`config.mk`:
```
export PLATFORM = sky130hd
export DESIGN_NAME = SfmPageReader_flat
export DESIGN_NICKNAME = d
export VERILOG_FILES = /design/src/verilog/SfmPkg.sv /design/src/verilog/SfmReqIf.sv /design/src/verilog/SfmPageReader.sv /design/src/flat_wrapper.sv
export VERILOG_INCLUDE_DIRS = /design/src /design/src/verilog
export SDC_FILE = /design/constraint.sdc
export NUM_CORES = 1
export LEC_CHECK = 0
export BUFFER_PORTS_ARGS = -buffer_cell sky130_fd_sc_hd__clkbuf_2
export CAP_MARGIN = 20
export CORE_MARGIN = 2
export CORE_UTILIZATION = 44
export CTS_CLUSTER_DIAMETER = 40
export DETAILED_ROUTE_END_ITERATION = 12
export GPL_TIMING_DRIVEN = 0
export PLACE_DENSITY_LB_ADDON = 0.25
export SKIP_CTS_REPAIR_TIMING = 1
export SYNTH_ARGS = -nofsm -noshare
export SYNTH_HDL_FRONTEND = slang
export SYNTH_SLANG_ARGS = --single-unit
```
`constraint.sdc`:
```
create_clock -name iSCLK -period 4.3 [get_ports iSCLK]
set_input_delay 0.645 -clock iSCLK [delete_from_list [all_inputs] [get_ports iSCLK]]
set_output_delay 0.645 -clock iSCLK [all_outputs]
set_load 0.05 [all_outputs]
```
`src/verilog/AudioTx_consts.svh`:
```
// Audio playback front end constants: channel count, CSR map and reset values
`ifndef AUDIOTX_CONSTS_SVH
`define AUDIOTX_CONSTS_SVH

`define SFM_NUM      2      // Flash channels
`define SFM_ADRS_W   16     // Flash byte address width

// CSR offsets within the block
`define CSR_EN       8'h04
`define CSR_CYCLE    8'h08
`define CSR_DIV      8'h0C
`define CSR_CSHOLD   8'h10
`define CSR_DONE     8'h30
`define CSR_START0   8'h60
`define CSR_END0     8'h64
`define CSR_START1   8'h68
`define CSR_END1     8'h6C
`define CSR_ADRS0    8'hA0
`define CSR_ADRS1    8'hA4

`define USI_WE_BIT   30     // Set in usiAdrs for a write cycle
`define DIV_RST      8'd4
`define CSHOLD_RST   8'd20
`define SFM_READ_CMD 8'h03  // Serial flash READ opcode

`endif

```
`src/verilog/SfmPkg.sv`:
```
// Serial flash channel types shared by the readers, arbiter and SPI engine
`include "AudioTx_consts.svh"

package SfmPkg;

	// --------------------------------------------------
	// Data types
	// --------------------------------------------------

	typedef logic [`SFM_ADRS_W-1:0] sfmAdrs_t;     // Flash byte address
	typedef logic [15:0]            sfmSample_t;   // One audio sample

	// Channel setup handed from the CSR to a page reader
	typedef struct packed {
		logic       en;          // Playback enable
		logic [7:0] div;         // SCK half period minus one
		logic [7:0] csHold;      // CS high time after a read
		sfmAdrs_t   startAdrs;   // First sample byte address
		sfmAdrs_t   endAdrs;     // Last sample byte address
	} sfmCfg_t;

	// --------------------------------------------------
	// SPI engine
	// --------------------------------------------------

	typedef enum logic [1:0] {
		SPI_IDLE,    // Ready for a request
		SPI_SHIFT,   // CS low, 40 bits on the wire
		SPI_HOLD     // CS high, hold time running
	} spiState_t;

endpackage

```
`src/verilog/SfmReqIf.sv`:
```
// Sample read request channel between reader, arbiter and SPI engine
`timescale 1ns/100ps

interface SfmReqIf import SfmPkg::*; ();

	logic       valid;    // Request pending, held until ready
	logic       ready;    // Request taken
	sfmAdrs_t   adrs;     // Byte address of the sample
	logic [7:0] div;
	logic [7:0] csHold;
	sfmSample_t rdata;    // Sample, valid with done
	logic       done;     // One cycle, transaction finished

	// Reader side, and the arbiter toward the engine
	modport requester (output valid, adrs, div, csHold, input ready, rdata, done);

	// Arbiter side facing each reader
	modport arbiter (input valid, adrs, div, csHold, output ready, rdata, done);

	// SPI engine side
	modport server (input valid, adrs, div, csHold, output ready, rdata, done);

endinterface

```
`src/verilog/SfmPageReader.sv`:
```
// Page reader that walks one address window and streams 16-bit samples
`timescale 1ns/100ps
`include "AudioTx_consts.svh"

module SfmPageReader import SfmPkg::*; (
	input  logic       iSCLK,
	input  logic       iSRST,
	input  sfmCfg_t    cfg,
	input  logic       sampleReady,
	output logic       pageDone,
	output sfmAdrs_t   curAdrs,
	output sfmSample_t sampleData,
	output logic       sampleValid,
	SfmReqIf.requester req
);

	logic                 busyQ;        // Walking the window
	logic                 reqValidQ;
	logic                 waitQ;        // Request taken, sample in flight
	logic                 enPrevQ;
	logic                 checkQ;       // Cycle after pageDone
	logic                 pageDoneQ;
	logic                 sampleValidQ;
	sfmAdrs_t             adrsQ;
	sfmSample_t           sampleQ;
	logic [`SFM_ADRS_W:0] nextAdrs;     // One extra bit so the window top cannot wrap
	logic                 lastSample;
	logic                 startPage;

	assign nextAdrs   = {1'b0, adrsQ} + {{(`SFM_ADRS_W-1){1'b0}}, 2'd2};
	assign lastSample = nextAdrs > {1'b0, cfg.endAdrs};

	// Enable edge, or enable still set right after a page in cycle mode
	assign startPage = ~busyQ & ~pageDoneQ & cfg.en & (~enPrevQ | checkQ);

	assign req.valid  = reqValidQ;
	assign req.adrs   = adrsQ;
	assign req.div    = cfg.div;
	assign req.csHold = cfg.csHold;

	assign pageDone    = pageDoneQ;
	assign curAdrs     = adrsQ;
	assign sampleData  = sampleQ;
	assign sampleValid = sampleValidQ;

	always_ff @(posedge iSCLK)
	begin
		if (iSRST)
		begin
			busyQ        <= 1'b0;
			reqValidQ    <= 1'b0;
			waitQ        <= 1'b0;
			enPrevQ      <= 1'b0;
			checkQ       <= 1'b0;
			pageDoneQ    <= 1'b0;
			sampleValidQ <= 1'b0;
			adrsQ        <= '0;
		end
		else
		begin
			enPrevQ   <= cfg.en;
			checkQ    <= pageDoneQ;
			pageDoneQ <= 1'b0;
			if (startPage)
			begin
				busyQ     <= 1'b1;
				adrsQ     <= cfg.startAdrs;
				reqValidQ <= 1'b1;
			end
			if (reqValidQ && req.ready)
			begin
				reqValidQ <= 1'b0;
				waitQ     <= 1'b1;
			end
			if (waitQ && req.done)
			begin
				waitQ        <= 1'b0;
				sampleValidQ <= 1'b1;
			end
			// Next request only once the current sample is gone
			if (sampleValidQ && sampleReady)
			begin
				sampleValidQ <= 1'b0;
				if (lastSample)
				begin
					busyQ     <= 1'b0;
					pageDoneQ <= 1'b1;
				end
				else
				begin
					adrsQ     <= nextAdrs[`SFM_ADRS_W-1:0];
					reqValidQ <= 1'b1;
				end
			end
		end
	end

	always_ff @(posedge iSCLK)
		if (waitQ && req.done) sampleQ <= req.rdata;

endmodule

```
`src/flat_wrapper.sv`:
```
// flat-port wrapper written by rule: the top's interface ports become plain ports
module SfmPageReader_flat import SfmPkg::*;
  (iSCLK, iSRST, cfg, sampleReady, pageDone, curAdrs, sampleData, sampleValid, req_valid, req_adrs, req_div, req_csHold, req_ready, req_rdata, req_done);
  SfmReqIf req_i ();
  input  logic iSCLK;
  input  logic iSRST;
  input  sfmCfg_t cfg;
  input  logic sampleReady;
  output logic pageDone;
  output sfmAdrs_t curAdrs;
  output sfmSample_t sampleData;
  output logic sampleValid;
  output wire logic [$bits(req_i.valid)-1:0] req_valid;
  output wire logic [$bits(req_i.adrs)-1:0] req_adrs;
  output wire logic [$bits(req_i.div)-1:0] req_div;
  output wire logic [$bits(req_i.csHold)-1:0] req_csHold;
  input wire logic [$bits(req_i.ready)-1:0] req_ready;
  input wire logic [$bits(req_i.rdata)-1:0] req_rdata;
  input wire logic [$bits(req_i.done)-1:0] req_done;
  assign req_valid = req_i.valid;
  assign req_adrs = req_i.adrs;
  assign req_div = req_i.div;
  assign req_csHold = req_i.csHold;
  assign req_i.ready = req_ready;
  assign req_i.rdata = req_rdata;
  assign req_i.done = req_done;
  SfmPageReader u_core (.iSCLK(iSCLK), .iSRST(iSRST), .cfg(cfg), .sampleReady(sampleReady), .pageDone(pageDone), .curAdrs(curAdrs), .sampleData(sampleData), .sampleValid(sampleValid), .req(req_i));
endmodule
```
Word level (Yosys, flattened, before mapping)
Cells that the tools add are included.

operators by class
  multiplexer cells = 11
  order comparisons = 1
  add/sub/neg operators = 1
  bitwise gates (word level) = 8
  reduce and logical (&&, ||, !) cells = 6

operators with widths
  operator                                                          number
  16-bit two-way mux                                                3
  16-bit by 2-bit adder with 17-bit output (second input constant)  1
  17-bit by 16-bit > comparator with 1-bit output                   1
  1-bit two-way mux                                                 8
  2-bit OR reduction                                                3
  1-bit inverter                                                    4
  1-bit AND                                                         3
  1-bit logical AND                                                 3
  1-bit OR                                                          1

storage, ports and cells
  output and inout port bits = 67
  register bits after elaboration = 39
  input port bits = 70

Longest topological paths before layout
  word-level depth = 8
  depth in mapped cells = 14

Worst setup path before layout
Ideal clock, no wire load.

  path type = register to register
  start point = register u_core.adrsQ[4] (netlist: u_core.curAdrs[4])
  end point = register u_core.adrsQ[13] (netlist: u_core.curAdrs[13])
  cell stages (with the launch flop) = 14
  arrival time = 3.388 ns
  library setup time = 0.134 ns
  required time = 4.166 ns
  path buffers = 1
  path slack = 0.778 ns
  clock period less this slack = 3.522 ns
  cell sequence = dfxtp_1 -> and4_4 -> nand4_4 -> nor2_1 -> nand3_1 -> xnor2_1 -> ha_1 -> nand3_1 -> or3_1 -> or4_1 -> a21oi_2 -> buf_2 -> nor2b_1 -> a211oi_1

between the ends
  cells in the longest elaborated chain, start to end = 4

RTL lines
  element                                          line                 RTL
  start, declared                                  SfmPageReader.sv:24  sfmAdrs_t adrsQ;
  start signal, assigned                           SfmPageReader.sv:67  adrsQ <= cfg.startAdrs;
  start signal, assigned                           SfmPageReader.sv:91  adrsQ <= nextAdrs[`SFM_ADRS_W-1:0];
  16-bit by 2-bit adder with 17-bit output *       SfmPageReader.sv:30  assign nextAdrs = {1'b0, adrsQ} + {{(`SFM_ADRS_W-1){1'b0}}, 2'd2};
  17-bit by 16-bit > comparator with 1-bit output  SfmPageReader.sv:31  assign lastSample = nextAdrs > {1'b0, cfg.endAdrs};
  16-bit two-way mux *                             SfmPageReader.sv:84  if (lastSample)
  16-bit two-way mux *                             SfmPageReader.sv:81  if (sampleValidQ && sampleReady)

Mark *: on every way between the ends. The rest lies on a longest branch, timed or not.
A chain may end at the register's enable or synchronous reset.

Worst setup path in the final report
  start point = register u_core.adrsQ[1] (netlist: u_core.curAdrs[1])
  end point = register u_core.adrsQ[13] (netlist: u_core.curAdrs[13])

The elaborated chain is that of the path after synthesis.

==> summary.md <==
| Metric | Value |
|---|---|
| Number of distinct library cells after synthesis | `41` |
| Largest net degree at the start of global routing | `18` |
| DRC violations left | `0` |
| FF-to-FF path depth | `12` |
| Worst r2r dst | `u_core.curAdrs[13]$_SDFF_PP0_` |
| Initial antenna violation count | `0` |
| Die X | `77.9 um` |
| Worst EP arrival | `3.77 ns` |
| Area growth, synth to finish | `33.3%` |
| Wl on met1 | `2600 um` |
| N_diodes | `0` |
| CTS Buf Count | `5` |
| Die Span Y | `77.9 um` |
| Clock Skew | `0.00383 ns` |
| WL/cell | `13.0 um` |
| # setup viols final | `0` |
| Leak | `1.62 nW` |
| Worst-path fanout max | `10` |
| Crit. Startpoint | `u_core.curAdrs[1]$_SDFF_PP0_` |
| Post-layout util | `0.616` |
| WL met3 | `451 um` |
| Worst rel slew slack | `0.373` |
| Core Footprint | `0.00520 mm^2` |
| Fin crit period | `3.57 ns` |
| Placer Congestion | `0.903` |
| Worst-Skew Late Latency | `0.29 ns` |
| Sequential share of the synthesized area | `0.391` |
| Final TNS setup | `0 ns` |
| CTS tree | `yes` |
| Slew @ Worst Pin | `0.937 ns` |
| Vias in the first global route | `2053` |
| Routed Antenna Nets | `0` |
| # IOs | `137` |
| Final net count | `468` |
| Syn nets | `341` |
| Initial DRT Pass Iterations | `4` |
| Post-detail-place hpwl | `4610 um` |
| Commonest cells after routing, fill and taps aside | `clkbuf_2, buf_4, dfxtp_1` |
| Maximum vdd drop | `0.179 mV` |
| Post-synthesis cell area | `0.00240 mm^2` |
| CP required | `4.50 ns` |
| Die area | `0.00607 mm^2` |
| Design area | `0.00320 mm^2` |
| Congestion Overflow GR | `0` |
| H-tree Lvls | `2` |
| Final hold viol count | `0` |
| DR iter-0 viols | `75` |
| R2R setup slack | `0.73 ns` |
| Commonest non-fill, non-tap cell in the layout | `clkbuf_2` |
| IO Port Bufs | `120` |
| RSZ-0062 raised after global routing | `no` |
| Total track usage | `0.191` |
| Via Count | `2206` |
| Warning count from the yosys run | `0` |
| Area after DPL | `0.00309 mm^2` |
| Yosys reg bits | `39` |
| First-pass GRT wire length | `9210 um` |
| Worst setup EP type | `flip-flop` |
| Slew Limit Fails | `0` |
| Max-cap violations | `0` |
| Hold Path Class | `flip-flop to flip-flop` |
| Placed Cells | `444` |
| Syn Inst Count | `254` |
| CP Class | `flip-flop to flip-flop` |
| Total Wirelength | `5890 um` |
| Starting Density | `0.462` |
| Critical Path End | `u_core.curAdrs[13]$_SDFF_PP0_` |
| Fmax | `280 MHz` |
| Pwr Total | `0.00100 W` |
| Row cnt | `26` |
| Cell Count, Final, Fillers Out | `452` |
| Met2 Wirelength | `2750 um` |
| Clock Pin Slew Worst Setup and Hold Paths | `0.08 ns` |
| Syn_area_per_cell | `9.46 um^2` |
| # clock sinks | `39` |
| CP Launch Type | `flip-flop` |
| Reg-to-reg startpoint | `u_core.curAdrs[1]$_SDFF_PP0_` |
| Detail-routed via count per cell | `4.88` |
| Worst-case clock buffer depth | `2` |
| Share of layout cells above drive strength 1 | `0.445` |
| Period utilisation layout | `0.831` |
| Root Driver | `clkbuf_8` |
| Pwr dens | `312 mW/mm^2` |
| Outcome | `complete, no violations` |
| Max Used Layer | `met4` |
-- registers in the layout, summed over array words and instances, names as in the netlist --
register	flops
u_core.req.valid	1
u_core.pageDone	1
u_core.curAdrs	16
u_core.busyQ	1
u_core.sampleData	16
u_core.enPrevQ	1
u_core.waitQ	1
u_core.checkQ	1
u_core.sampleValid	1
-- power by group --
group | total, W | switching [W] | internal, W
logic | 0.000273 | 0.000178 | 0.0000952
registers | 0.000422 | 0.0000220 | 0.000400
clock network | 0.000306 | 0.000133 | 0.000173
-- area by class of cell --
cell class	count	area, um^2
plain buffers	38	273
well taps	70	87.6
repair buffers	120	601
inverters	23	86.3
clock buffers	5	68.8
clock inverters	3	43.8
flip-flops and latches	39	941
fillers	471	2000
multi-input cells	154	1100
-- cells in the mapped netlist --
cell | instances | area [um^2]
a221oi_1 | 1 | 8.76
edfxtp_1 | 16 | 480
or3_1 | 1 | 6.26
a2111oi_0 | 1 | 8.76
a31oi_1 | 1 | 6.26
a21boi_1 | 1 | 7.51
nand4_4 | 1 | 21.3
nor3_1 | 6 | 30.0
inv_2 | 2 | 7.51
ha_1 | 17 | 213
buf_4 | 32 | 240
inv_1 | 21 | 78.8
xnor2_1 | 6 | 52.6
a21oi_1 | 9 | 45.0
mux2_2 | 1 | 11.3
or2_1 | 2 | 12.5
nand3_1 | 9 | 45.0
a211oi_1 | 13 | 97.6
dfxtp_1 | 23 | 460
and4_4 | 1 | 11.3
clkbuf_1 | 3 | 11.3
buf_2 | 2 | 10.0
o21ai_0 | 5 | 25.0
buf_6 | 1 | 11.3
nand3b_1 | 2 | 15.0
nor2_1 | 11 | 41.3
xor2_1 | 5 | 43.8
o21bai_1 | 1 | 7.51
or4_1 | 2 | 15.0
or2_2 | 1 | 6.26
mux2i_1 | 13 | 130
nand4_1 | 4 | 25.0
a21oi_2 | 1 | 8.76
o211ai_1 | 1 | 7.51
a21o_1 | 2 | 15.0
nand2b_1 | 2 | 12.5
nor2b_1 | 14 | 87.6
nand2_1 | 14 | 52.6
and2_1 | 2 | 12.5
or2_0 | 1 | 6.26
o21ai_1 | 3 | 15.0
-- per-stage QoR --
stage	hold slack (ns)	setup slack [ns]
final	0.503	0.725
after global routing	0.514	0.494
after CTS	0.508	0.718
after detailed placement	0.496	0.723
after global placement	0.470	0.848
after floorplan	0.485	0.778
-- worst max-delay path, cell delays in order (launching register included) --
cell and delay (ns):
dfxtp_1 0.58, ha_1 0.36, nand3_1 0.18, nor3_1 0.25, xnor2_1 0.13, ha_1 0.31, nand3_1 0.07, or3_1 0.39
or4_1 0.46, a21oi_2 0.22, inv_2 0.08, buf_2 0.21, a211oi_1 0.25
-- cells by family (layout without fill, tap and decap cells) --
| logic type | after synthesis | in the layout | synth area share |
|---|---|---|---|
| AND/OR/NAND/NOR | 73 | 73 | 0.167 |
| buffers and inverters | 61 | 189 | 0.149 |
| AO/OA/AOI/OAI | 39 | 39 | 0.105 |
| flip-flops | 39 | 39 | 0.391 |
| adder cells (fa/ha/maj) | 17 | 17 | 0.0885 |
| multiplexers | 14 | 14 | 0.0588 |
| XOR/XNOR | 11 | 11 | 0.0401 |
-- per-layer routing --
layer  up-vias  track usage
li1       1101            -
met3         6       0.0360
met1      1000        0.236
met4         0       0.0649
met2        99        0.334
met5         -            0
-- worst min path at each step --
stage | from | end | slack, ns | cells after the start
2_1_floorplan | u_core.busyQ$_SDFF_PP0_ | u_core.busyQ$_SDFF_PP0_ | 0.48 | 2
3_3_place_gp | u_core.pageDone$_SDFF_PP0_ | u_core.checkQ$_SDFF_PP0_ | 0.47 | 1
3_5_place_dp | u_core.pageDone$_SDFF_PP0_ | u_core.checkQ$_SDFF_PP0_ | 0.50 | 1
4_1_cts | u_core.pageDone$_SDFF_PP0_ | u_core.checkQ$_SDFF_PP0_ | 0.51 | 1
5_1_grt | req_rdata[13] | u_core.sampleData[13]$_DFFE_PP_ | 0.51 | 1
6_report | u_core.pageDone$_SDFF_PP0_ | u_core.checkQ$_SDFF_PP0_ | 0.50 | 1
(Power assumes the default switching activity.)
