## src/verilog/AudioTx_consts.svh

```systemverilog
// Audio playback front end constants: channel count, CSR map and reset values
`ifndef AUDIOTX_CONSTS_SVH
`define AUDIOTX_CONSTS_SVH

`define SFM_NUM      2      // Flash channels
`define SFM_ADRS_W   16     // Flash byte address width

// CSR offsets within the block
`define CSR_EN       8'h04
`define CSR_CYCLE    8'h08
`define CSR_DIV      8'h0C
`define CSR_CSHOLD   8'h10
`define CSR_DONE     8'h30
`define CSR_START0   8'h60
`define CSR_END0     8'h64
`define CSR_START1   8'h68
`define CSR_END1     8'h6C
`define CSR_ADRS0    8'hA0
`define CSR_ADRS1    8'hA4

`define USI_WE_BIT   30     // Set in usiAdrs for a write cycle
`define DIV_RST      8'd4
`define CSHOLD_RST   8'd20
`define SFM_READ_CMD 8'h03  // Serial flash READ opcode

`endif

```

## src/verilog/SfmPkg.sv

```systemverilog
// Serial flash channel types shared by the readers, arbiter and SPI engine
`include "AudioTx_consts.svh"

package SfmPkg;

	// --------------------------------------------------
	// Data types
	// --------------------------------------------------

	typedef logic [`SFM_ADRS_W-1:0] sfmAdrs_t;     // Flash byte address
	typedef logic [15:0]            sfmSample_t;   // One audio sample

	// Channel setup handed from the CSR to a page reader
	typedef struct packed {
		logic       en;          // Playback enable
		logic [7:0] div;         // SCK half period minus one
		logic [7:0] csHold;      // CS high time after a read
		sfmAdrs_t   startAdrs;   // First sample byte address
		sfmAdrs_t   endAdrs;     // Last sample byte address
	} sfmCfg_t;

	// --------------------------------------------------
	// SPI engine
	// --------------------------------------------------

	typedef enum logic [1:0] {
		SPI_IDLE,    // Ready for a request
		SPI_SHIFT,   // CS low, 40 bits on the wire
		SPI_HOLD     // CS high, hold time running
	} spiState_t;

endpackage

```

## src/verilog/SfmReqIf.sv

```systemverilog
// Sample read request channel between reader, arbiter and SPI engine
`timescale 1ns/100ps

interface SfmReqIf import SfmPkg::*; ();

	logic       valid;    // Request pending, held until ready
	logic       ready;    // Request taken
	sfmAdrs_t   adrs;     // Byte address of the sample
	logic [7:0] div;
	logic [7:0] csHold;
	sfmSample_t rdata;    // Sample, valid with done
	logic       done;     // One cycle, transaction finished

	// Reader side, and the arbiter toward the engine
	modport requester (output valid, adrs, div, csHold, input ready, rdata, done);

	// Arbiter side facing each reader
	modport arbiter (input valid, adrs, div, csHold, output ready, rdata, done);

	// SPI engine side
	modport server (input valid, adrs, div, csHold, output ready, rdata, done);

endinterface

```

## src/verilog/SfmSpiMaster.sv

```systemverilog
// SPI engine for one serial flash read: command, address, two data bytes
`timescale 1ns/100ps
`include "AudioTx_consts.svh"

module SfmSpiMaster import SfmPkg::*; (
	input  logic    iSCLK,
	input  logic    iSRST,
	input  logic    spiMiso,
	output logic    spiSck,
	output logic    spiCs,
	output logic    spiMosi,
	SfmReqIf.server req
);

	spiState_t  stateQ;
	logic [7:0] divCntQ;
	logic [5:0] bitCntQ;
	logic [7:0] holdCntQ;
	logic [39:0] txQ;       // Command, address, dummy for the data phase
	logic [7:0] divQ;
	logic [7:0] holdQ;
	logic [15:0] rxQ;       // Last 16 bits from MISO
	sfmSample_t rdataQ;
	logic       doneQ;
	logic       halfEnd;
	logic       holdEnd;

	assign halfEnd = (divCntQ == divQ);
	assign holdEnd = (holdCntQ >= holdQ);

	assign req.ready = (stateQ == SPI_IDLE);
	assign req.done  = doneQ;
	assign req.rdata = rdataQ;
	assign spiMosi   = txQ[39];

	always_ff @(posedge iSCLK)
	begin
		if (iSRST)
		begin
			stateQ   <= SPI_IDLE;
			spiCs    <= 1'b1;
			spiSck   <= 1'b0;
			txQ      <= '0;
			divCntQ  <= '0;
			bitCntQ  <= '0;
			holdCntQ <= '0;
			doneQ    <= 1'b0;
		end
		else
		begin
			doneQ <= 1'b0;
			case (stateQ)
				SPI_IDLE:
					if (req.valid)
					begin
						spiCs   <= 1'b0;
						txQ     <= {`SFM_READ_CMD, req.adrs, 16'h0000};
						divCntQ <= '0;
						bitCntQ <= '0;
						stateQ  <= SPI_SHIFT;
					end
				SPI_SHIFT:
					if (halfEnd)
					begin
						divCntQ <= '0;
						spiSck  <= ~spiSck;
						if (spiSck)             // Falling edge
						begin
							if (bitCntQ == 6'd39)
							begin
								spiCs    <= 1'b1;
								holdCntQ <= 8'd1;
								stateQ   <= SPI_HOLD;
							end
							else
							begin
								txQ     <= {txQ[38:0], 1'b0};
								bitCntQ <= bitCntQ + 6'd1;
							end
						end
					end
					else
						divCntQ <= divCntQ + 8'd1;
				SPI_HOLD:
					if (holdEnd)
					begin
						doneQ  <= 1'b1;
						stateQ <= SPI_IDLE;
					end
					else
						holdCntQ <= holdCntQ + 8'd1;
				default: stateQ <= SPI_IDLE;
			endcase
		end
	end

	// Data path
	always_ff @(posedge iSCLK)
	begin
		if (stateQ == SPI_IDLE && req.valid)
		begin
			divQ  <= req.div;
			holdQ <= req.csHold;
		end
		if (stateQ == SPI_SHIFT && halfEnd && !spiSck) rxQ <= {rxQ[14:0], spiMiso};  // Rising
		if (stateQ == SPI_HOLD && holdEnd) rdataQ <= {rxQ[7:0], rxQ[15:8]};  // Low byte came first
	end

endmodule

```

## src/flat_wrapper.sv

```systemverilog
// flat-port wrapper written by rule: the top's interface ports become plain ports
module SfmSpiMaster_flat import SfmPkg::*;
  (iSCLK, iSRST, spiMiso, spiSck, spiCs, spiMosi, req_valid, req_adrs, req_div, req_csHold, req_ready, req_rdata, req_done);
  SfmReqIf req_i ();
  input  logic iSCLK;
  input  logic iSRST;
  input  logic spiMiso;
  output logic spiSck;
  output logic spiCs;
  output logic spiMosi;
  input wire logic [$bits(req_i.valid)-1:0] req_valid;
  input wire logic [$bits(req_i.adrs)-1:0] req_adrs;
  input wire logic [$bits(req_i.div)-1:0] req_div;
  input wire logic [$bits(req_i.csHold)-1:0] req_csHold;
  output wire logic [$bits(req_i.ready)-1:0] req_ready;
  output wire logic [$bits(req_i.rdata)-1:0] req_rdata;
  output wire logic [$bits(req_i.done)-1:0] req_done;
  assign req_i.valid = req_valid;
  assign req_i.adrs = req_adrs;
  assign req_i.div = req_div;
  assign req_i.csHold = req_csHold;
  assign req_ready = req_i.ready;
  assign req_rdata = req_i.rdata;
  assign req_done = req_i.done;
  SfmSpiMaster u_core (.iSCLK(iSCLK), .iSRST(iSRST), .spiMiso(spiMiso), .spiSck(spiSck), .spiCs(spiCs), .spiMosi(spiMosi), .req(req_i));
endmodule
```

## config.mk

```make
export PLATFORM = sky130hd
export DESIGN_NAME = SfmSpiMaster_flat
export DESIGN_NICKNAME = d
export VERILOG_FILES = /design/src/verilog/SfmPkg.sv /design/src/verilog/SfmReqIf.sv /design/src/verilog/SfmSpiMaster.sv /design/src/flat_wrapper.sv
export VERILOG_INCLUDE_DIRS = /design/src /design/src/verilog
export SDC_FILE = /design/constraint.sdc
export NUM_CORES = 1
export LEC_CHECK = 0
export BUFFER_PORTS_ARGS = -buffer_cell sky130_fd_sc_hd__buf_2
export CAP_MARGIN = 20
export CORE_MARGIN = 2
export CORE_UTILIZATION = 40
export CTS_CLUSTER_DIAMETER = 80
export DETAILED_ROUTE_END_ITERATION = 12
export PLACE_DENSITY = 0.67
export SETUP_SLACK_MARGIN = 0.3
export SLEW_MARGIN = 40
export SYNTH_ARGS = -nofsm -noshare
export SYNTH_HDL_FRONTEND = slang
export SYNTH_SLANG_ARGS = --single-unit
export TNS_END_PERCENT = 30
```

## constraint.sdc

```tcl
create_clock -name iSCLK -period 3.1 [get_ports iSCLK]
set_input_delay 0.155 -clock iSCLK [delete_from_list [all_inputs] [get_ports iSCLK]]
set_output_delay 0.155 -clock iSCLK [all_outputs]
set_load 0.005 [all_outputs]
```

### After elaboration in Yosys (flattened, before gate mapping)

Cells that the tools add are included.
Widths: inputs -> output; s select.

| word-level totals | value |
|---|---|
| register bits | 115 |
| bits of input ports | 36 |
| output and inout port bits | 21 |
| logic and storage cells | 74 |

| cells by class | value |
|---|---|
| $add $sub $neg | 3 |
| $lt $le $gt $ge | 1 |
| equality and inequality tests | 11 |
| multiplexer cells | 30 |
| bitwise logic cells | 2 |
| reduce and logical (&&, ||, !) cells | 15 |

Operator list:

| kind | count |
|---|---|
| $mux 40 | 4 |
| $pmux 40 s2 | 1 |
| $mux 8 | 6 |
| $pmux 8 s2 | 2 |
| $mux 6 | 4 |
| $reduce_and 5->1 | 4 |
| $add 8x1->8 const B | 2 |
| $pmux 6 s2 | 1 |
| $mux 2 | 5 |
| $eq 8x8->1 | 1 |
| $ge 8x8->1 | 1 |
| $ne 2x1->1 const B | 4 |
| $add 6x1->6 const B | 1 |
| $eq 6x6->1 const B | 1 |
| $ne 2x2->1 const B | 3 |
| $pmux 2 s3 | 1 |
| $mux 1 | 5 |
| $logic_and 1x1->1 | 4 |
| $reduce_and 2->1 | 2 |
| $reduce_bool 2->1 | 2 |
| $eq 2x1->1 const B | 1 |
| $eq 2x2->1 const B | 1 |
| $logic_not 2->1 | 1 |
| $not 1->1 | 2 |
| other kinds (3) | 3 |

### Depth between registers and ports, before layout

Gate-level depths: netlist of the first run.

| logic depth | value |
|---|---|
| word-level depth | 5 |
| gate-level depth with buffers | 9 |
| gate-level depth less buffers | 8 |

### Least setup slack after synthesis of the first run

OpenSTA, ideal clock, no wires.

| timing path | value |
|---|---|
| kind | flip-flop to flip-flop |
| from | reg u_core.divQ[6] |
| to | reg u_core.rxQ[0] (enable) |
| library setup time | 0.412 ns |
| arrival time | 2.247 ns |
| required time | 2.688 ns |
| path slack | 0.442 ns |
| cell stages (with the launch flop) | 5 |
| buffers on the path | 0 |
| period minus slack after synthesis | 2.658 ns |
| cells stage by stage | edfxtp_1 -> xor2_1 -> nor4_4 -> nand3_1 -> nor3_1 |

| between the ends | value |
|---|---|
| word-level cells in the longest chain between the ends | 3 |

RTL lines:

| what | RTL line | RTL |
|---|---|---|
| from (decl) | SfmSpiMaster.sv:20 | `logic [7:0] divQ;` |
| from (signal assigned) | SfmSpiMaster.sv:102 | `divQ <= req.div;` |
| $eq 8x8->1 | SfmSpiMaster.sv:28 | `assign halfEnd = (divCntQ == divQ);` |
| $logic_and 1x1->1 (2 in series) | SfmSpiMaster.sv:105 | `if (stateQ == SPI_SHIFT && halfEnd && !spiSck) rxQ <= {rxQ[14:0], spiMiso};` |
| to (signal assigned) | SfmSpiMaster.sv:105 |  |
| to (decl) | SfmSpiMaster.sv:22 | `logic [15:0] rxQ;` |

Every way passes these cells.
A chain may end at the register's enable or synchronous reset.

### Final worst setup path of the first run

| timing path | value |
|---|---|
| from | reg u_core.holdCntQ[0] |
| to | reg u_core.holdCntQ[5] |

| between the ends | value |
|---|---|
| word-level cells in the longest chain between the ends | 3 |
| elaborated cells on any way between the ends | 6 |
| classes of those cells | 1 x add/sub; 1 x order compare; 1 x eq/ne; 2 x mux; 1 x reduce/logical |

RTL lines:

| what | RTL line | RTL |
|---|---|---|
| from (decl) | SfmSpiMaster.sv:18 | `logic [7:0] holdCntQ;` |
| from (signal assigned) | SfmSpiMaster.sv:91 | `holdCntQ <= holdCntQ + 8'd1;` |
| $add 8x1->8 / $ge 8x8->1 (equally long branches) | SfmSpiMaster.sv:91, SfmSpiMaster.sv:29 |  |
| $mux 8 / $ne 2x2->1 (equally long branches) | - |  |
| $pmux 8 s2 / $reduce_and 5->1 (equally long branches) | - |  |

Parallel ways exist; a longest one is shown, timed or not. The select of a mux whose other input is x is not followed.

==> metrics.txt, run 1 <==
outcome=finished clean; DR pass1 iterations=4; final wirelength=7030 µm; layout cells sized above 1=19.4%; Synth cell types=45; initial antenna violation count=0; Die Wd=104 µm; placed inst area=0.00445 mm²; Die Area=0.0108 mm²; row count=36; critical path's slowest cell=a2111oi_0; #FFs+latches synth=99; dpl hpwl=4750 µm; Placed Cells=544; # setup viols final=0; CTS buffer count=9; GP Congestion=0.797; Worst Setup Path Type=register to register; CTS tree=built; CP startpoint kind=register; max frequency=400 MHz; largest net degree at the start of global routing=41; Skew-Pair Late Insertion Delay=360 ps; CP cell instances=inv_1 > ha_1 > nand2b_1 > a2111oi_0 > o21bai_1 > a21oi_1 > nor3_1 > a221o_1; mux contribution to synthesized area=0.749%; Filler Cell Count=886; Post-Syn Instances=365; Final Cycle Share=80.6%; simple logic cell fraction of the synthesized area=17.0%; vias per cell=4.96; Hold Violations, Final=0; Worst path max stage delay=410 ps; syn avg cell area=11.0 µm²; leakage=1.90 nW; synthesized-area fraction occupied by adder cells=3.43%; Layout area overhead=20.1%; Worst Tran Pin Value=630 ps; vias in the first global route=2757; final core occ=49.3%; Post-synth ARST share=0%; residual DRC count=0; Congestion Overflow GR=0; Final ANT Viol Nets=0; Via Count=2861; post-route cell area=0.00481 mm²; Synth Area in Compound Gates=12.2%; Non-Filler Instances=577; port bufs=56; Net Count, Synth=412; worst-path maximum fanout=6; slew margin rel.=58.0%; first-pass GRT wire length=12100 µm; CTS sink cnt=99; worst hold path type=input pin to register; peak supply drop=0.272 mV; Synth Area in XOR/XNOR=2.62%; area of the core=0.00977 mm²; EDFF count, synth=48; Die Height=104 µm; H-tree depth=3; IO Count=57; Reg clk slew, reported paths=100 ps; setup TNS=0 ps; Netlist Area Pre-Place=0.00401 mm²; sequential share of the synthesized area=61.4%; Synthesis Warnings=0; RSZ-0062 raised after global routing=no; pwr/cell area=503 mW/mm²; nets=486; Bufs on Longest Clock Path=2; Pwr Total=2.42 mW; max_cap viols=0; Worst Path Arrival=2750 ps; Slew Viols, Final=0; starting density of the core=41.0%; CP endpoint kind=register; Tmin final=2500 ps; gr usage total=13.7%; ant diodes=0; 1st-iter DRT viols=120; Clock Skew=10.4 ps; largest family of logic cells by synthesized area=simple AND/OR/NAND/NOR gates; main flop type after synthesis=dfxtp_1; WP data required=3350 ps; CTS root buffer=clkbuf_8; post-DR wirelength/cell=12.2 µm
==> where the power goes <==
group          switching, mW  internal, mW  total [mW]
registers             0.0216          1.40        1.43
logic                  0.102        0.0808       0.183
clock network          0.490         0.321       0.811
total                  0.614          1.81        2.42
==> per-layer routing <==
metal | vias up | GRT usage (%) | part of all wire (%)
met3 | 9 | 3.51 | 3.2
met2 | 63 | 22.8 | 47
met4 | 0 | 4.92 | 1.4
li1 | 1453 | - | -
met5 | - | 0 | 0
met1 | 1336 | 17.1 | 48
==> cells in the mapped netlist, types with 2 or more instances <==
library cell	instances	share of area, %
nor3b_1	3	0.56
a21oi_1	14	1.7
edfxtp_1	48	36
a22oi_1	2	0.37
ha_1	11	3.4
or3_1	2	0.31
nor3_1	11	1.4
a221o_1	3	0.75
a21o_1	6	1.1
mux2i_1	3	0.75
nor2b_1	6	0.94
nand2_1	53	5.0
nor2_1	39	3.7
xor2_1	10	2.2
a22o_1	3	0.66
inv_1	12	1.1
o21ai_0	11	1.4
o31ai_1	2	0.37
a311oi_1	14	3.1
nand3_1	9	1.1
clkbuf_1	15	1.4
and3_1	8	1.2
or4_1	2	0.37
a31o_2	2	0.44
xnor2_1	2	0.44
dfxtp_1	51	25
nand2b_1	5	0.78
==> sequential cells by signal, summed over array words and instances, names as in the netlist <==
register,count
u_core.txQ,24
u_core.req.rdata,16
u_core.rxQ,16
u_core.divCntQ,8
u_core.divQ,8
u_core.holdCntQ,8
u_core.holdQ,8
u_core.bitCntQ,6
u_core.stateQ,2
u_core.req.done,1
u_core.spiCs,1
u_core.spiSck,1
==> worst max-delay path: cells and delay by family (launching register included) <==
kind            cells  cell delay, ps
fa+ha+maj           1             260
simple gates        2             310
flops               1             390
buf+inv             1              80
compound gates      4            1350
==> layout make-up <==
class	count	area (µm²)	area share, %
multi-input combinational	238	1450	30.1
sequential	99	2460	51.1
clock buffer	9	124	2.57
timing repair buffer	79	495	10.3
tap	133	166	3.46
clock inverter	7	72.6	1.51
inverter	12	45.0	0.936
==> timing repair <==
action,4_1_cts,5_1_grt
hold buffers,17,0
resized for setup,0,0
endpoints found under the hold margin,17,0
setup buffers,0,0
==> cell usage in the layout, fill, tap and decap left out, types with 5 or more instances in the layout <==
cell / instances
a21o_1: 6
a21oi_1: 14
a311oi_1: 14
and3_1: 8
buf_2: 56
buf_4: 6
clkbuf_8: 9
dfxtp_1: 51
dlygate4sd3_1: 17
edfxtp_1: 48
ha_1: 11
inv_1: 12
inv_8: 5
nand2_1: 53
nand2b_1: 5
nand3_1: 9
nor2_1: 38
nor2b_1: 6
nor3_1: 10
o21ai_0: 11
xor2_1: 10
==> through the flow <==
| stage | hold slack (ps) | setup WS [ps] |
|---|---|---|
| floorplan | 254 | 442 |
| global placement | 333 | 706 |
| detailed placement | 333 | 655 |
| CTS | 28.1 | 619 |
| global route | 31.7 | 333 |
| finish | 44.7 | 602 |
==> final timing paths <==
path / startpoint / end / slack (ps) / cells past startpoint
setup / recovery: u_core.holdCntQ[0] / u_core.holdCntQ[5] / 600 / 8
hold / removal: req_adrs[9] / u_core.txQ[25] / 40 / 3
setup reg to reg: u_core.holdCntQ[0] / u_core.holdCntQ[5] / 600 / 8
hold reg to reg: u_core.rxQ[15] / u_core.req.rdata[7] / 440 / 0
==> cells by family (layout without fill, tap and decap cells) <==
kind of cell             Yosys count  in the layout
multiplexers                       3              3
AO/OA/AOI/OAI                     67             67
AND/OR/NAND/NOR                  145            145
adder cells (fa/ha/maj)           11             11
XOR/XNOR                          12             12
buffers and inverters             28            107
flip-flops                        99             99
Power figures use the tool's default switching activity.
==> run 2, diff against run 1 <==
--- a/config.mk
+++ b/config.mk
@@ -12,7 +12,7 @@
 export CORE_UTILIZATION = 40
 export CTS_CLUSTER_DIAMETER = 80
 export DETAILED_ROUTE_END_ITERATION = 12
-export PLACE_DENSITY = 0.67
+export PLACE_DENSITY = 0.69
 export SETUP_SLACK_MARGIN = 0.3
 export SLEW_MARGIN = 40
 export SYNTH_ARGS = -nofsm -noshare
==> constraint.sdc (replaced) <==
create_clock -name iSCLK -period 2.2 [get_ports iSCLK]
set_input_delay 0.11 -clock iSCLK [delete_from_list [all_inputs] [get_ports iSCLK]]
set_output_delay 0.11 -clock iSCLK [all_outputs]
set_load 0.005 [all_outputs]
==> run 2 against run 1 <==
Count of clock-buffer cells in the layout is the same. Routed wire length up 11%. Non-clock buffer count increased by 31. Critical path depth is 2 lower.
==> metrics.txt, run 2 (same netlist as run 1, synthesis figures left out) <==
outcome=finished clean; area of the core=0.00977 mm²; Worst Setup Path Type=register to register; setup TNS=0 ps; layout cells sized above 1=26.5%; r2r setup slk=180 ps; most frequent cells in the layout=56 x buf_2, 53 x nand2_1, 49 x dfxtp_1; H-tree depth=3; initial antenna violation count=0; Reg clk slew, reported paths=110 ps; Layout area overhead=32.4%; largest net degree at the start of global routing=41; post-DR wirelength/cell=12.8 µm; Most flops, register=u_core.txQ; min-delay src=req_adrs[1]; Worst Tran Pin Value=487 ps; hold depth=3; cell-internal power=2.59 mW; first-pass GRT wire length=13000 µm; vias per cell=4.96; CTS root buffer=clkbuf_8; worst-path maximum fanout=6; Die Wd=104 µm; Skew-Pair Late Insertion Delay=370 ps; # setup viols final=0; nets=517; pwr/cell area=657 mW/mm²; CP startpoint kind=register; 1st-iter DRT viols=133; max frequency=495 MHz; Reg power frac=57.6%; Net Sw Frac=25.8%; starting density of the core=41.0%; Hold Violations, Final=0; clock network fraction of total power=33.3%; vias in the first global route=2858; CTS buffer count=9; Via Count=3018; gr usage total=14.9%; CTS sink cnt=99; Final ANT Viol Nets=0; peak supply drop=0.301 mV; port bufs=56; DR pass1 iterations=5; Tmin final=2020 ps; most common cell after layout, fill and taps aside=buf_2; WP data required=2510 ps; hold endpoint=u_core.txQ[17]; Reg2Reg Depth=6; RSZ-0062 raised after global routing=yes; row count=36; slew margin rel.=67.5%; worst hold path type=input pin to register; Bufs on Longest Clock Path=2; reg2reg end=u_core.bitCntQ[5]; Die Height=104 µm; Worst Path Arrival=2330 ps; Slew Viols, Final=0; Critical R2R Launch=u_core.divQ[6]; residual DRC count=0; CTS tree=built; final core occ=54.3%; Die Area=0.0108 mm²; GP Congestion=0.770; Clock Skew=12.8 ps; Combinational Power Share=9.1%; dpl hpwl=5000 µm; CP endpoint kind=register; Final Cycle Share=91.9%; Congestion Overflow GR=0; max reg flops=24; final wirelength=7810 µm; sw power=0.901 mW; leakage=2.09 nW; max_cap viols=0; IO Count=57; ant diodes=0
[run 2: cell types whose count changed in the layout (fill, tap and decap cells not counted), moves of 3 or more]
cell,change
a21oi_1,-5
a21oi_2,+3
buf_12,+3
buf_4,+13
clkinv_8,+3
dlygate4sd3_1,+13
inv_8,-4
nor2_1,-3
[run 2: worst max-delay path by stage]
| stage | start | endpoint | cells after the start | slack, ps |
|---|---|---|---|---|
| after floorplan | u_core.divQ[4] | u_core.rxQ[0] | 4 | 220 |
| after global routing | u_core.holdQ[0] | u_core.holdCntQ[5] | 7 | 70 |
| final | u_core.divQ[6] | u_core.bitCntQ[5] | 6 | 180 |
| after CTS | u_core.divQ[4] | u_core.bitCntQ[5] | 6 | 120 |
| after detailed placement | u_core.holdCntQ[0] | u_core.holdCntQ[5] | 8 | -8 |
| after global placement | u_core.holdCntQ[0] | u_core.holdCntQ[7] | 8 | 90 |
[run 2: final cells by class]
type                            instances  area, µm²
Fill cell                             847       4470
Sequential cell                        99       2460
Multi-Input combinational cell        238       1600
Timing Repair Buffer                  110        822
Tap cell                              133        166
Clock buffer                            9        124
Clock inverter                          7       85.1
Inverter                               12       45.0
[run 2: stage by stage]
| stage | area (µm²) | total power [mW] | setup WS (ps) | hold WS (ps) | instances |
|---|---|---|---|---|---|
| after global routing | 5310 | 3.64 | 65.0 | 17.4 | 608 |
| after global placement | 4590 | 2.30 | 92.4 | 287 | 553 |
| final | 5310 | 3.49 | 179 | 16.1 | 608 |
| after detailed placement | 4590 | 2.31 | -7.60 | 289 | 553 |
| after CTS | 5230 | 3.51 | 120 | 5.46 | 605 |
| after floorplan | 4050 | 2.21 | 222 | 209 | 365 |
[run 2: per-layer routing]
metal | track usage, % | routed length, µm | vias to the layer above
met5 | 0 | 0 | -
met4 | 5.98 | 135 | 0
met3 | 3.13 | 343 | 12
met2 | 24.4 | 3740 | 76
met1 | 19.2 | 3590 | 1408
li1 | - | - | 1522
[run 2: power groups by stage]
stage | combinational [mW] | clock, mW | sequential [mW]
6_report | 0.318 | 1.16 | 2.01
5_1_grt | 0.356 | 1.26 | 2.02
4_1_cts | 0.309 | 1.19 | 2.01
3_5_place_dp | 0.257 | 0 | 2.05
3_3_place_gp | 0.250 | 0 | 2.05
2_1_floorplan | 0.172 | 0 | 2.04
[run 2: critical path, cell delays in order, from the launching register on]
cell and delay [ps]:
edfxtp_1 410, xor2_1 190, nor4_4 380, a31oi_4 170
or2_4 280, or4_4 420, a21oi_2 120
[run 2: timing repair]
| item | CTS | global route |
|---|---|---|
| pin swaps | 9 | 5 |
| hold buffers | 30 | 0 |
| setup endpoints to repair | 70 | 78 |
| gates resized for setup | 12 | 16 |
| cloned | 1 | 0 |
| endpoints found under the hold margin | 30 | 0 |
| setup buffers | 5 | 3 |
